`config.mk`:
```
export PLATFORM = sky130hd
export DESIGN_NAME = circular_dma
export DESIGN_NICKNAME = d
export VERILOG_FILES = /design/src/design/dma_stream_pkg.sv /design/src/design/dma_reg_pkg.sv /design/src/design/circular_dma.sv /design/src/design/ring_writer.sv /design/src/design/dma_regs.sv /design/src/design/axi_lite_slave.sv
export VERILOG_INCLUDE_DIRS = /design/src /design/src/design
export SDC_FILE = /design/constraint.sdc
export NUM_CORES = 1
export LEC_CHECK = 0
export BUFFER_PORTS_ARGS = -buffer_cell sky130_fd_sc_hd__buf_4
export CAP_MARGIN = 20
export CORE_ASPECT_RATIO = 1.25
export CORE_MARGIN = 2
export CORE_UTILIZATION = 58
export DETAILED_ROUTE_END_ITERATION = 7
export HOLD_SLACK_MARGIN = 0.12
export PLACE_DENSITY = 0.87
export SETUP_SLACK_MARGIN = 0.05
export SLEW_MARGIN = 40
export SYNTH_ARGS = -nofsm -noshare
export SYNTH_HDL_FRONTEND = slang
export SYNTH_SLANG_ARGS = --single-unit
```
`constraint.sdc`:
```
create_clock -name clk -period 7.05 [get_ports clk]
set_input_delay 1.0575 -clock clk [delete_from_list [all_inputs] [get_ports clk]]
set_output_delay 1.0575 -clock clk [all_outputs]
set_load 0.05 [all_outputs]
```
`src/design/dma_params.svh`:
```
`ifndef DMA_PARAMS_SVH
`define DMA_PARAMS_SVH

// Register bus
`define DMA_ADDR_W 12
`define DMA_DATA_W 32

// Stream and memory data path
`define DMA_STREAM_W 64

// Base and size are beat aligned
`define DMA_BEAT_BYTES_LOG2 3

// Last byte address of the register window
`define DMA_REG_SPAN 31

// About one second at 125 MHz
`define DMA_TIMEOUT_RESET 125000000

`endif
```
`src/design/dma_stream_pkg.sv`:
```
`default_nettype none
`include "dma_params.svh"

package dma_stream_pkg;

	typedef struct packed {
		logic [`DMA_STREAM_W-1:0] data;
		logic                     last;
	} stream_beat_t;

	typedef struct packed {
		logic [`DMA_DATA_W-1:0]   addr;
		logic [`DMA_STREAM_W-1:0] data;
	} mem_write_t;

	// Flags are running, in message, wrapped, stalled from bit 0 up
	typedef struct packed {
		logic [3:0]             flags;
		logic [1:0]             irq;
		logic [`DMA_DATA_W-1:0] bytes_written;
		logic [`DMA_DATA_W-1:0] last_msg_end;
	} dma_status_t;

	typedef enum logic [1:0] {
		st_idle,
		st_run,
		st_stall
	} writer_state_e;

endpackage

`default_nettype wire

```
`src/design/dma_reg_pkg.sv`:
```
`default_nettype none
`include "dma_params.svh"

package dma_reg_pkg;

	// Word index inside the register window
	typedef enum logic [2:0] {
		reg_ctrl    = 3'd0,
		reg_irq     = 3'd1,
		reg_base    = 3'd2,
		reg_base_hi = 3'd3,
		reg_size    = 3'd4,
		reg_written = 3'd5,
		reg_msg_end = 3'd6,
		reg_timeout = 3'd7
	} reg_index_e;

	typedef enum logic [1:0] {
		resp_okay   = 2'd0,
		resp_slverr = 2'd2
	} axi_resp_e;

	// Register outputs towards the ring writer
	typedef struct packed {
		logic                   enable;
		logic                   srst;
		logic [1:0]             clear_irq;
		logic [`DMA_DATA_W-1:0] mem_base;
		logic [`DMA_DATA_W-1:0] mem_size;
		logic [`DMA_DATA_W-1:0] timeout;
	} dma_ctrl_t;

endpackage

`default_nettype wire

```
`src/design/circular_dma.sv`:
```
`default_nettype none
`include "dma_params.svh"

module circular_dma (
	input  logic                         clk,
	input  logic                         reset,

	input  logic [`DMA_ADDR_W-1:0]       s_axi_awaddr,
	input  logic                         s_axi_awvalid,
	output logic                         s_axi_awready,
	input  logic [`DMA_DATA_W-1:0]       s_axi_wdata,
	input  logic [`DMA_DATA_W/8-1:0]     s_axi_wstrb,
	input  logic                         s_axi_wvalid,
	output logic                         s_axi_wready,
	output logic [1:0]                   s_axi_bresp,
	output logic                         s_axi_bvalid,
	input  logic                         s_axi_bready,
	input  logic [`DMA_ADDR_W-1:0]       s_axi_araddr,
	input  logic                         s_axi_arvalid,
	output logic                         s_axi_arready,
	output logic [`DMA_DATA_W-1:0]       s_axi_rdata,
	output logic [1:0]                   s_axi_rresp,
	output logic                         s_axi_rvalid,
	input  logic                         s_axi_rready,

	input  logic                         s_valid,
	output logic                         s_ready,
	input  dma_stream_pkg::stream_beat_t s_beat,

	output logic                         m_valid,
	input  logic                         m_ready,
	output dma_stream_pkg::mem_write_t   m_write,

	output logic                         irq_out
);
	import dma_reg_pkg::*;
	import dma_stream_pkg::*;

	// Register request path
	logic                     read_req;
	logic [`DMA_ADDR_W-1:0]   read_addr;
	logic                     read_ok;
	logic [`DMA_DATA_W-1:0]   read_value;
	logic                     write_req;
	logic [`DMA_ADDR_W-1:0]   write_addr;
	logic [`DMA_DATA_W-1:0]   write_data;
	logic [`DMA_DATA_W/8-1:0] write_strb;
	logic                     write_ok;

	dma_ctrl_t                ctrl;
	dma_status_t              status;

	axi_lite_slave u_slave (.*);

	dma_regs u_regs (.*);

	ring_writer u_writer (.*);

endmodule

`default_nettype wire

```
`src/design/ring_writer.sv`:
```
`default_nettype none
`include "dma_params.svh"

module ring_writer (
	input  logic                         clk,
	input  logic                         reset,
	input  dma_reg_pkg::dma_ctrl_t       ctrl,
	output dma_stream_pkg::dma_status_t  status,

	input  logic                         s_valid,
	output logic                         s_ready,
	input  dma_stream_pkg::stream_beat_t s_beat,

	output logic                         m_valid,
	input  logic                         m_ready,
	output dma_stream_pkg::mem_write_t   m_write
);
	import dma_stream_pkg::*;

	writer_state_e          state;
	writer_state_e          state_next;
	logic                   wr_reset;
	logic                   s_fire;
	logic                   m_fire;
	logic                   held_last;
	logic                   at_end;
	logic                   in_msg;
	logic                   wrapped;
	logic [1:0]             irq;
	logic [1:0]             irq_set;
	logic [`DMA_DATA_W-1:0] offset;
	logic [`DMA_DATA_W-1:0] offset_step;
	logic [`DMA_DATA_W-1:0] offset_next;
	logic [`DMA_DATA_W-1:0] bytes_written;
	logic [`DMA_DATA_W-1:0] last_msg_end;
	logic [`DMA_DATA_W-1:0] idle_cnt;

	assign wr_reset = reset || ctrl.srst;

	// One holding slot, refilled in the cycle it drains
	assign s_ready = ctrl.enable && (!m_valid || m_ready);
	assign s_fire  = s_valid && s_ready;
	assign m_fire  = m_valid && m_ready;

	assign offset_step = offset + `DMA_DATA_W'(`DMA_STREAM_W / 8);
	assign at_end      = offset_step == ctrl.mem_size;
	assign offset_next = !m_fire ? offset : (at_end ? '0 : offset_step);

	always_comb begin
		state_next = state;
		case (state)
			st_idle: if (ctrl.enable) state_next = st_run;
			st_run, st_stall: begin
				if (m_valid && !m_ready) state_next = st_stall;
				else if (!ctrl.enable) state_next = st_idle;
				else state_next = st_run;
			end
			default: state_next = st_idle;
		endcase
	end

	always_ff @(posedge clk) begin
		if (wr_reset) begin
			state   <= st_idle;
			m_valid <= 1'b0;
		end else begin
			state <= state_next;
			if (s_fire) m_valid <= 1'b1;
			else if (m_ready) m_valid <= 1'b0;
		end
	end

	// New beat lands after any write completing this cycle
	always_ff @(posedge clk) begin
		if (s_fire) begin
			m_write.addr <= ctrl.mem_base + offset_next;
			m_write.data <= s_beat.data;
			held_last    <= s_beat.last;
		end
	end

	always_ff @(posedge clk) begin
		if (wr_reset) begin
			offset        <= '0;
			bytes_written <= '0;
			last_msg_end  <= '0;
			wrapped       <= 1'b0;
		end else if (m_fire) begin
			offset        <= offset_next;
			bytes_written <= bytes_written + `DMA_DATA_W'(`DMA_STREAM_W / 8);
			if (at_end) wrapped <= 1'b1;
			if (held_last) last_msg_end <= offset_next;
		end
	end

	assign irq_set[0] = m_fire && held_last;
	assign irq_set[1] = in_msg && !s_fire && idle_cnt == ctrl.timeout;

	always_ff @(posedge clk) begin
		if (wr_reset) begin
			in_msg   <= 1'b0;
			idle_cnt <= '0;
			irq      <= 2'b00;
		end else begin
			if (s_fire) in_msg <= !s_beat.last;
			// Idle time only counts inside an open message
			if (s_fire || !in_msg) idle_cnt <= '0;
			else idle_cnt <= idle_cnt + 1'b1;
			irq <= (irq & ~ctrl.clear_irq) | irq_set;
		end
	end

	always_comb begin
		status.flags         = {state == st_stall, wrapped, in_msg, state != st_idle};
		status.irq           = irq;
		status.bytes_written = bytes_written;
		status.last_msg_end  = last_msg_end;
	end

	a_write_hold: assert property (@(posedge clk) disable iff (wr_reset)
		m_valid && !m_ready |=> m_valid && $stable(m_write))
		else $error("memory write changed before m_ready");

	a_addr_range: assert property (@(posedge clk) disable iff (wr_reset)
		m_valid && ctrl.mem_size != '0 |->
		{1'b0, m_write.addr} < {1'b0, ctrl.mem_base} + {1'b0, ctrl.mem_size})
		else $error("write address outside the ring buffer");

endmodule

`default_nettype wire

```
`src/design/dma_regs.sv`:
```
`default_nettype none
`include "dma_params.svh"

module dma_regs (
	input  logic                        clk,
	input  logic                        reset,

	input  logic                        read_req,
	input  logic [`DMA_ADDR_W-1:0]      read_addr,
	output logic                        read_ok,
	output logic [`DMA_DATA_W-1:0]      read_value,

	input  logic                        write_req,
	input  logic [`DMA_ADDR_W-1:0]      write_addr,
	input  logic [`DMA_DATA_W-1:0]      write_data,
	input  logic [`DMA_DATA_W/8-1:0]    write_strb,
	output logic                        write_ok,

	output dma_reg_pkg::dma_ctrl_t      ctrl,
	input  dma_stream_pkg::dma_status_t status,
	output logic                        irq_out
);
	import dma_reg_pkg::*;

	logic                   enable;
	logic                   srst;
	logic [1:0]             enable_irq;
	logic [1:0]             clear_irq;
	logic [`DMA_DATA_W-1:0] mem_base;
	logic [`DMA_DATA_W-1:0] mem_size;
	logic [`DMA_DATA_W-1:0] timeout;

	logic [`DMA_DATA_W-1:0] wmask;
	logic [`DMA_DATA_W-1:0] wr_old;
	logic [`DMA_DATA_W-1:0] wr_merged;
	reg_index_e             wr_index;
	reg_index_e             rd_index;

	assign write_ok = write_req && (write_addr <= `DMA_ADDR_W'(`DMA_REG_SPAN));
	assign read_ok  = read_req && (read_addr <= `DMA_ADDR_W'(`DMA_REG_SPAN));

	assign wr_index = reg_index_e'(write_addr[4:2]);
	assign rd_index = reg_index_e'(read_addr[4:2]);

	// Byte strobes to bit mask and merge with the addressed register
	always_comb begin
		for (int i = 0; i < `DMA_DATA_W; i++) begin
			wmask[i] = write_strb[i/8];
		end

		case (wr_index)
			reg_ctrl:    wr_old = {30'd0, srst, enable};
			reg_irq:     wr_old = {14'd0, enable_irq, 16'd0};
			reg_base:    wr_old = mem_base;
			reg_size:    wr_old = mem_size;
			reg_timeout: wr_old = timeout;
			default:     wr_old = '0;
		endcase

		wr_merged = (write_data & wmask) | (wr_old & ~wmask);
	end

	always_ff @(posedge clk) begin
		if (reset || srst) begin
			enable     <= 1'b0;
			clear_irq  <= 2'b00;
			enable_irq <= 2'b00;
			mem_base   <= '0;
			mem_size   <= '0;
			timeout    <= `DMA_DATA_W'(`DMA_TIMEOUT_RESET);
		end else begin
			clear_irq <= 2'b00;
			if (write_ok) begin
				case (wr_index)
					reg_ctrl: enable <= wr_merged[0];
					reg_irq: begin
						clear_irq  <= write_data[1:0] & wmask[1:0];
						enable_irq <= wr_merged[17:16];
					end
					reg_base: mem_base <= {wr_merged[`DMA_DATA_W-1:`DMA_BEAT_BYTES_LOG2],
						{`DMA_BEAT_BYTES_LOG2{1'b0}}};
					reg_size: mem_size <= {wr_merged[`DMA_DATA_W-1:`DMA_BEAT_BYTES_LOG2],
						{`DMA_BEAT_BYTES_LOG2{1'b0}}};
					reg_timeout: timeout <= wr_merged;
					default: ;
				endcase
			end
		end
	end

	// Soft reset bit stays writable while it holds the rest in reset
	always_ff @(posedge clk) begin
		if (reset) begin
			srst <= 1'b0;
		end else if (write_ok && wr_index == reg_ctrl) begin
			srst <= wr_merged[1];
		end
	end

	always_comb begin
		read_value = '0;
		if (read_ok) begin
			case (rd_index)
				reg_ctrl:    read_value = {12'd0, status.flags, 14'd0, srst, enable};
				reg_irq:     read_value = {14'd0, enable_irq, 14'd0, status.irq};
				reg_base:    read_value = mem_base;
				reg_base_hi: read_value = '0;
				reg_size:    read_value = mem_size;
				reg_written: read_value = status.bytes_written;
				reg_msg_end: read_value = status.last_msg_end;
				reg_timeout: read_value = timeout;
				default:     read_value = '0;
			endcase
		end
	end

	always_comb begin
		ctrl.enable    = enable;
		ctrl.srst      = srst;
		ctrl.clear_irq = clear_irq;
		ctrl.mem_base  = mem_base;
		ctrl.mem_size  = mem_size;
		ctrl.timeout   = timeout;
	end

	assign irq_out = |(status.irq & enable_irq);

	a_no_clear_in_reset: assert property (@(posedge clk) disable iff (reset)
		srst |-> clear_irq == 2'b00)
		else $error("clear_irq pulsed during soft reset");

endmodule

`default_nettype wire

```
`src/design/axi_lite_slave.sv`:
```
`default_nettype none
`include "dma_params.svh"

module axi_lite_slave (
	input  logic                     clk,
	input  logic                     reset,

	input  logic [`DMA_ADDR_W-1:0]   s_axi_awaddr,
	input  logic                     s_axi_awvalid,
	output logic                     s_axi_awready,

	input  logic [`DMA_DATA_W-1:0]   s_axi_wdata,
	input  logic [`DMA_DATA_W/8-1:0] s_axi_wstrb,
	input  logic                     s_axi_wvalid,
	output logic                     s_axi_wready,

	output logic [1:0]               s_axi_bresp,
	output logic                     s_axi_bvalid,
	input  logic                     s_axi_bready,

	input  logic [`DMA_ADDR_W-1:0]   s_axi_araddr,
	input  logic                     s_axi_arvalid,
	output logic                     s_axi_arready,

	output logic [`DMA_DATA_W-1:0]   s_axi_rdata,
	output logic [1:0]               s_axi_rresp,
	output logic                     s_axi_rvalid,
	input  logic                     s_axi_rready,

	output logic                     read_req,
	output logic [`DMA_ADDR_W-1:0]   read_addr,
	input  logic                     read_ok,
	input  logic [`DMA_DATA_W-1:0]   read_value,

	output logic                     write_req,
	output logic [`DMA_ADDR_W-1:0]   write_addr,
	output logic [`DMA_DATA_W-1:0]   write_data,
	output logic [`DMA_DATA_W/8-1:0] write_strb,
	input  logic                     write_ok
);
	import dma_reg_pkg::*;

	logic      accept_w;
	logic      accept_r;
	axi_resp_e bresp_q;
	axi_resp_e rresp_q;

	// Address and data together, and only once the last response is gone
	assign accept_w = s_axi_awvalid && s_axi_wvalid && !s_axi_bvalid && !s_axi_awready;
	assign accept_r = s_axi_arvalid && !s_axi_rvalid && !s_axi_arready;

	always_ff @(posedge clk) begin
		if (reset) begin
			s_axi_awready <= 1'b0;
			s_axi_arready <= 1'b0;
		end else begin
			s_axi_awready <= accept_w;
			s_axi_arready <= accept_r;
		end
	end

	assign s_axi_wready = s_axi_awready;

	// Channels are stable during the ready pulse
	assign write_req  = s_axi_awready;
	assign write_addr = s_axi_awaddr;
	assign write_data = s_axi_wdata;
	assign write_strb = s_axi_wstrb;

	assign read_req  = s_axi_arready;
	assign read_addr = s_axi_araddr;

	always_ff @(posedge clk) begin
		if (reset) begin
			s_axi_bvalid <= 1'b0;
		end else if (write_req) begin
			s_axi_bvalid <= 1'b1;
		end else if (s_axi_bready) begin
			s_axi_bvalid <= 1'b0;
		end
	end

	always_ff @(posedge clk) begin
		if (write_req) begin
			bresp_q <= write_ok ? resp_okay : resp_slverr;
		end
	end

	always_ff @(posedge clk) begin
		if (reset) begin
			s_axi_rvalid <= 1'b0;
		end else if (read_req) begin
			s_axi_rvalid <= 1'b1;
		end else if (s_axi_rready) begin
			s_axi_rvalid <= 1'b0;
		end
	end

	// Read data captured with the request
	always_ff @(posedge clk) begin
		if (read_req) begin
			s_axi_rdata <= read_value;
			rresp_q     <= read_ok ? resp_okay : resp_slverr;
		end
	end

	assign s_axi_bresp = bresp_q;
	assign s_axi_rresp = rresp_q;

	a_bvalid_hold: assert property (@(posedge clk) disable iff (reset)
		s_axi_bvalid && !s_axi_bready |=> s_axi_bvalid && $stable(s_axi_bresp))
		else $error("write response changed before bready");

	a_rdata_stable: assert property (@(posedge clk) disable iff (reset)
		s_axi_rvalid && !s_axi_rready |=> s_axi_rvalid && $stable(s_axi_rdata))
		else $error("rdata changed while waiting on rready");

endmodule

`default_nettype wire

```
==> metrics.log <==
[metrics] outcome: finished clean
[metrics] worst hold path depth: 1
[metrics] maximum number of pins on one net before global-route repair: 97
[metrics] DRC Markers: 0
[metrics] DR pass1 iterations: 6
[metrics] leakage: 8.102 nW
[metrics] P per Cell Area: 201.2 nW/um^2
[metrics] drt wl/cell: 21.78 um
[metrics] Syn-to-layout area delta: 20.11%
[metrics] dominant cells by area after synthesis: sky130_fd_sc_hd__dfxtp_1 (26%), sky130_fd_sc_hd__edfxtp_1 (22%), sky130_fd_sc_hd__nor2_1 (5.3%)
[metrics] total number of nets in the final design: 2298
[metrics] hold path endpoint: u_slave.read_req
[metrics] critical hold path startpoint: u_slave.s_axi_rvalid
[metrics] combined global-route utilization of all metal layers: 33.68%
[metrics] category of the critical setup timing path: register to register
[metrics] synthesized instance count: 1911
[metrics] DR vias: 15935
[metrics] core region area: 30720 um^2
[metrics] worst reg2reg setup slack: 0.46 ns
[metrics] initial antenna violation count: 2
[metrics] maximum clock frequency: 151.7 MHz
[metrics] setup TNS: 0 ns
[metrics] estimated wirelength of the detail-placed design: 40480 um
[metrics] data required time at the worst endpoint: 7.33 ns
[metrics] Least-Margin Pin Slew: 0.8406 ns
[metrics] unique cell type count in the Yosys netlist: 71
[metrics] Max H-tree Level: 2
[metrics] endpoints failing setup: 0
[metrics] routability cong.: 0.9541
[metrics] floorplan die area: 32390 um^2
[metrics] sequential fraction of the synthesis area: 47.78%
[metrics] Mean Syn Cell Area: 9.395 um^2
[metrics] wire length of the first global-routing pass: 85400 um
[metrics] Port Buffer Count: 267
[metrics] CTS buffer count: 37
[metrics] number of enable flip-flop cells after synthesis: 131
[metrics] Fin. Hold Viols: 0
[metrics] number of cells on the worst reg-to-reg path: 22
[metrics] width of the die: 161.4 um
[metrics] flip-flop cell with the highest count after synthesis: sky130_fd_sc_hd__dfxtp_1
[metrics] root buffer selected by CTS: sky130_fd_sc_hd__clkbuf_16
[metrics] unrepaired setup endpoints after global routing: false
[metrics] top cell type's share of synthesized area: 25.87%
[metrics] Worst R2R End: u_writer.m_write[95]
[metrics] clock transition at the register clock pins on the worst setup and hold paths after CTS: 0.06 ns
[metrics] residual antenna-violating net count after detailed routing: 0
[metrics] total count of max-transition violations in the final report: 0
[metrics] Worst Path Max Fanout: 20
[metrics] Starting DRT DRC Count: 1874
[metrics] post-layout min period: 6.594 ns
[metrics] series of cell instances along the critical path: and3_1 > nand2_1 > nor3_1 > xor2_1 > xor2_1 > a2111o_1 > nor4_4 > nor2_2 > buf_4 > a22o_1 > fa_1 > a211oi_1 > o211ai_1 > a21oi_1 > a21oi_1 > a2111oi_1 > nor3_1 > a211oi_1 > buf_4 > o21ai_0 > a31oi_1 > xnor2_1
[metrics] # hold bufs at CTS: 0
[metrics] maximum vdd ir drop: 0.1894 mV
[metrics] critical register-to-register path startpoint: u_writer.offset[8]
[metrics] relative slew slack: 43.45%
[metrics] warning count from the yosys run: 0
[metrics] most frequent cells after synthesis: sky130_fd_sc_hd__nor2_1 (252), sky130_fd_sc_hd__dfxtp_1 (232), sky130_fd_sc_hd__nand2_1 (166)
[metrics] Yosys top cell by area: sky130_fd_sc_hd__dfxtp_1
[metrics] clock tree sinks: 363
[metrics] fillers: 2340
[metrics] overflow left after global routing: 0
[metrics] combined area of all synthesized cells: 17950 um^2
[metrics] buffer levels on the longest clock path: 3
[metrics] clock tree from TritonCTS: built
[metrics] die span in y: 200.7 um
[metrics] Clock Latency Late Sink: 0.55 ns
[metrics] kind of end point of the critical path: register
[metrics] Final period util: 93.53%
[metrics] wire length reported by the detailed router: 55860 um
[metrics] number of core rows: 72
[metrics] Max stage delay on crit path: 0.53 ns
[metrics] worst clock skew on the final layout: 0.01670 ns
[metrics] Hold WS: 0.4544 ns
[metrics] Top Family by Delay on Critical Path: compound AO/OA/AOI/OAI gates
[metrics] CP arrival: 6.88 ns
[metrics] placed cells: 2491
[metrics] Buffers & Inverters on Critical Path: 2
[metrics] synthesis-stage register bit count: 363
[metrics] vias in the first global route: 15207
[metrics] Post-synth ARST share: 0%
[metrics] critical path launch point type: register
[metrics] most common cell in the synthesized netlist: sky130_fd_sc_hd__nor2_1
[metrics] starting density of the core: 58.45%
[metrics] fraction of layout cells with a size suffix above 1: 18.78%
[metrics] Vias/cell: 6.212
[metrics] slowest stage cell on the critical path: sky130_fd_sc_hd__dfxtp_1
[metrics] number of standard cells in the layout, taps in and fillers out: 2565
[metrics] HP Class: register to register
[metrics] number of max-capacitance violations reported: 0
[metrics] I/O pin total: 274
[sequential cells by signal, indices dropped and copies added, names as in the netlist, 2 cells and up]
signal                  flops
u_writer.irq                2
u_writer.last_msg_end      32
u_writer.idle_cnt          32
u_regs.mem_base            29
u_writer.bytes_written     29
u_writer.state              2
u_writer.m_write           96
u_regs.enable_irq           2
u_regs.mem_size            29
u_slave.s_axi_rdata        32
u_regs.clear_irq            2
u_regs.timeout             32
u_writer.offset            32
[worst register-to-register path, stage by stage, from the launching register on]
cell and delay [ns]:
sky130_fd_sc_hd__dfxtp_1 0.53, sky130_fd_sc_hd__and3_1 0.40, sky130_fd_sc_hd__nand2_1 0.35, sky130_fd_sc_hd__nor3_1 0.36, sky130_fd_sc_hd__xor2_1 0.30, sky130_fd_sc_hd__xor2_1 0.13
sky130_fd_sc_hd__a2111o_1 0.39, sky130_fd_sc_hd__nor4_4 0.41, sky130_fd_sc_hd__nor2_2 0.09, sky130_fd_sc_hd__buf_4 0.24, sky130_fd_sc_hd__a22o_1 0.25, sky130_fd_sc_hd__fa_1 0.47
sky130_fd_sc_hd__a211oi_1 0.34, sky130_fd_sc_hd__o211ai_1 0.14, sky130_fd_sc_hd__a21oi_1 0.25, sky130_fd_sc_hd__a21oi_1 0.19, sky130_fd_sc_hd__a2111oi_1 0.42, sky130_fd_sc_hd__nor3_1 0.15
sky130_fd_sc_hd__a211oi_1 0.27, sky130_fd_sc_hd__buf_4 0.19, sky130_fd_sc_hd__o21ai_0 0.15, sky130_fd_sc_hd__a31oi_1 0.23, sky130_fd_sc_hd__xnor2_1 0.08
[cells in the final DEF (no fill, tap or decap), drive strengths merged, types with 50 or more instances in the layout]
master / instances
a211oi: 81
a21oi: 119
a22o: 56
buf: 310
clkbuf: 50
dfxtp: 232
edfxtp: 131
nand2: 166
nand3: 70
nor2: 253
o21ai: 76
xnor2: 87
xor2: 71
[repair_timing]
| action | in CTS | in global routing |
|---|---|---|
| setup buffers | 0 | 5 |
| endpoints found under the setup margin | 0 | 4 |
| resized for setup | 0 | 8 |
[cell type report]
class	count	area (um^2)	share of cell area (%)
Tap cell	407	509.2	2.361
Multi-Input combinational cell	1386	8813	40.87
Inverter	30	115.1	0.5338
Clock inverter	18	151.4	0.7020
Timing Repair Buffer	311	2360	10.94
Sequential cell	363	8581	39.79
Antenna cell	1	2.502	0.01160
Clock buffer	49	1033	4.792
[metrics by stage]
step,util [%],cell area (um^2),worst slack (ns),power (mW)
CTS,69.89,21470,0.2244,4.348
finish,70.20,21570,0.4561,4.339
detailed placement,66.04,20290,0.2739,2.442
global placement,65.96,20260,0.3776,2.437
floorplan,-,17960,1.066,2.339
global route,70.20,21570,0.05911,4.443
[power breakdown]
group          leakage [nW]  switching, mW  internal [mW]
clock                 0.576          0.828           1.11
sequential             3.01        0.00328           2.17
combinational          4.51          0.143         0.0826
total                  8.10          0.975           3.36
[routing by layer]
metal	routed length [um]	GRT usage, %	vias up
met5	13	0	-
met4	2883	15.82	2
met3	5390	6.198	175
met2	26180	55.10	866
met1	21400	43.25	7525
li1	-	-	7367
[cell families after synthesis]
family,after synthesis,synth area share (%)
AOI/OAI and AO/OA,459,17.29
adders and majority gates,35,2.481
DFF,363,47.78
and+or+nand+nor,685,18.00
muxes,43,2.641
xor gates and xnor gates,162,8.209
other,1,0.02089
buffers and inverters,163,3.582
[how the worst max path moves through the flow]
stage | startpoint | to | slack [ns] | depth (start not counted)
2_1_floorplan | u_writer.offset[3] | u_writer.m_write[95] | 1.07 | 24
3_3_place_gp | u_writer.offset[16] | u_writer.m_write[95] | 0.38 | 22
3_5_place_dp | u_writer.offset[3] | u_writer.m_write[95] | 0.27 | 23
4_1_cts | u_writer.offset[3] | u_writer.m_write[95] | 0.22 | 23
5_1_grt | u_writer.offset[3] | u_writer.m_write[95] | 0.06 | 23
6_report | u_writer.offset[8] | u_writer.m_write[95] | 0.46 | 22
(Power assumes the default switching activity.)
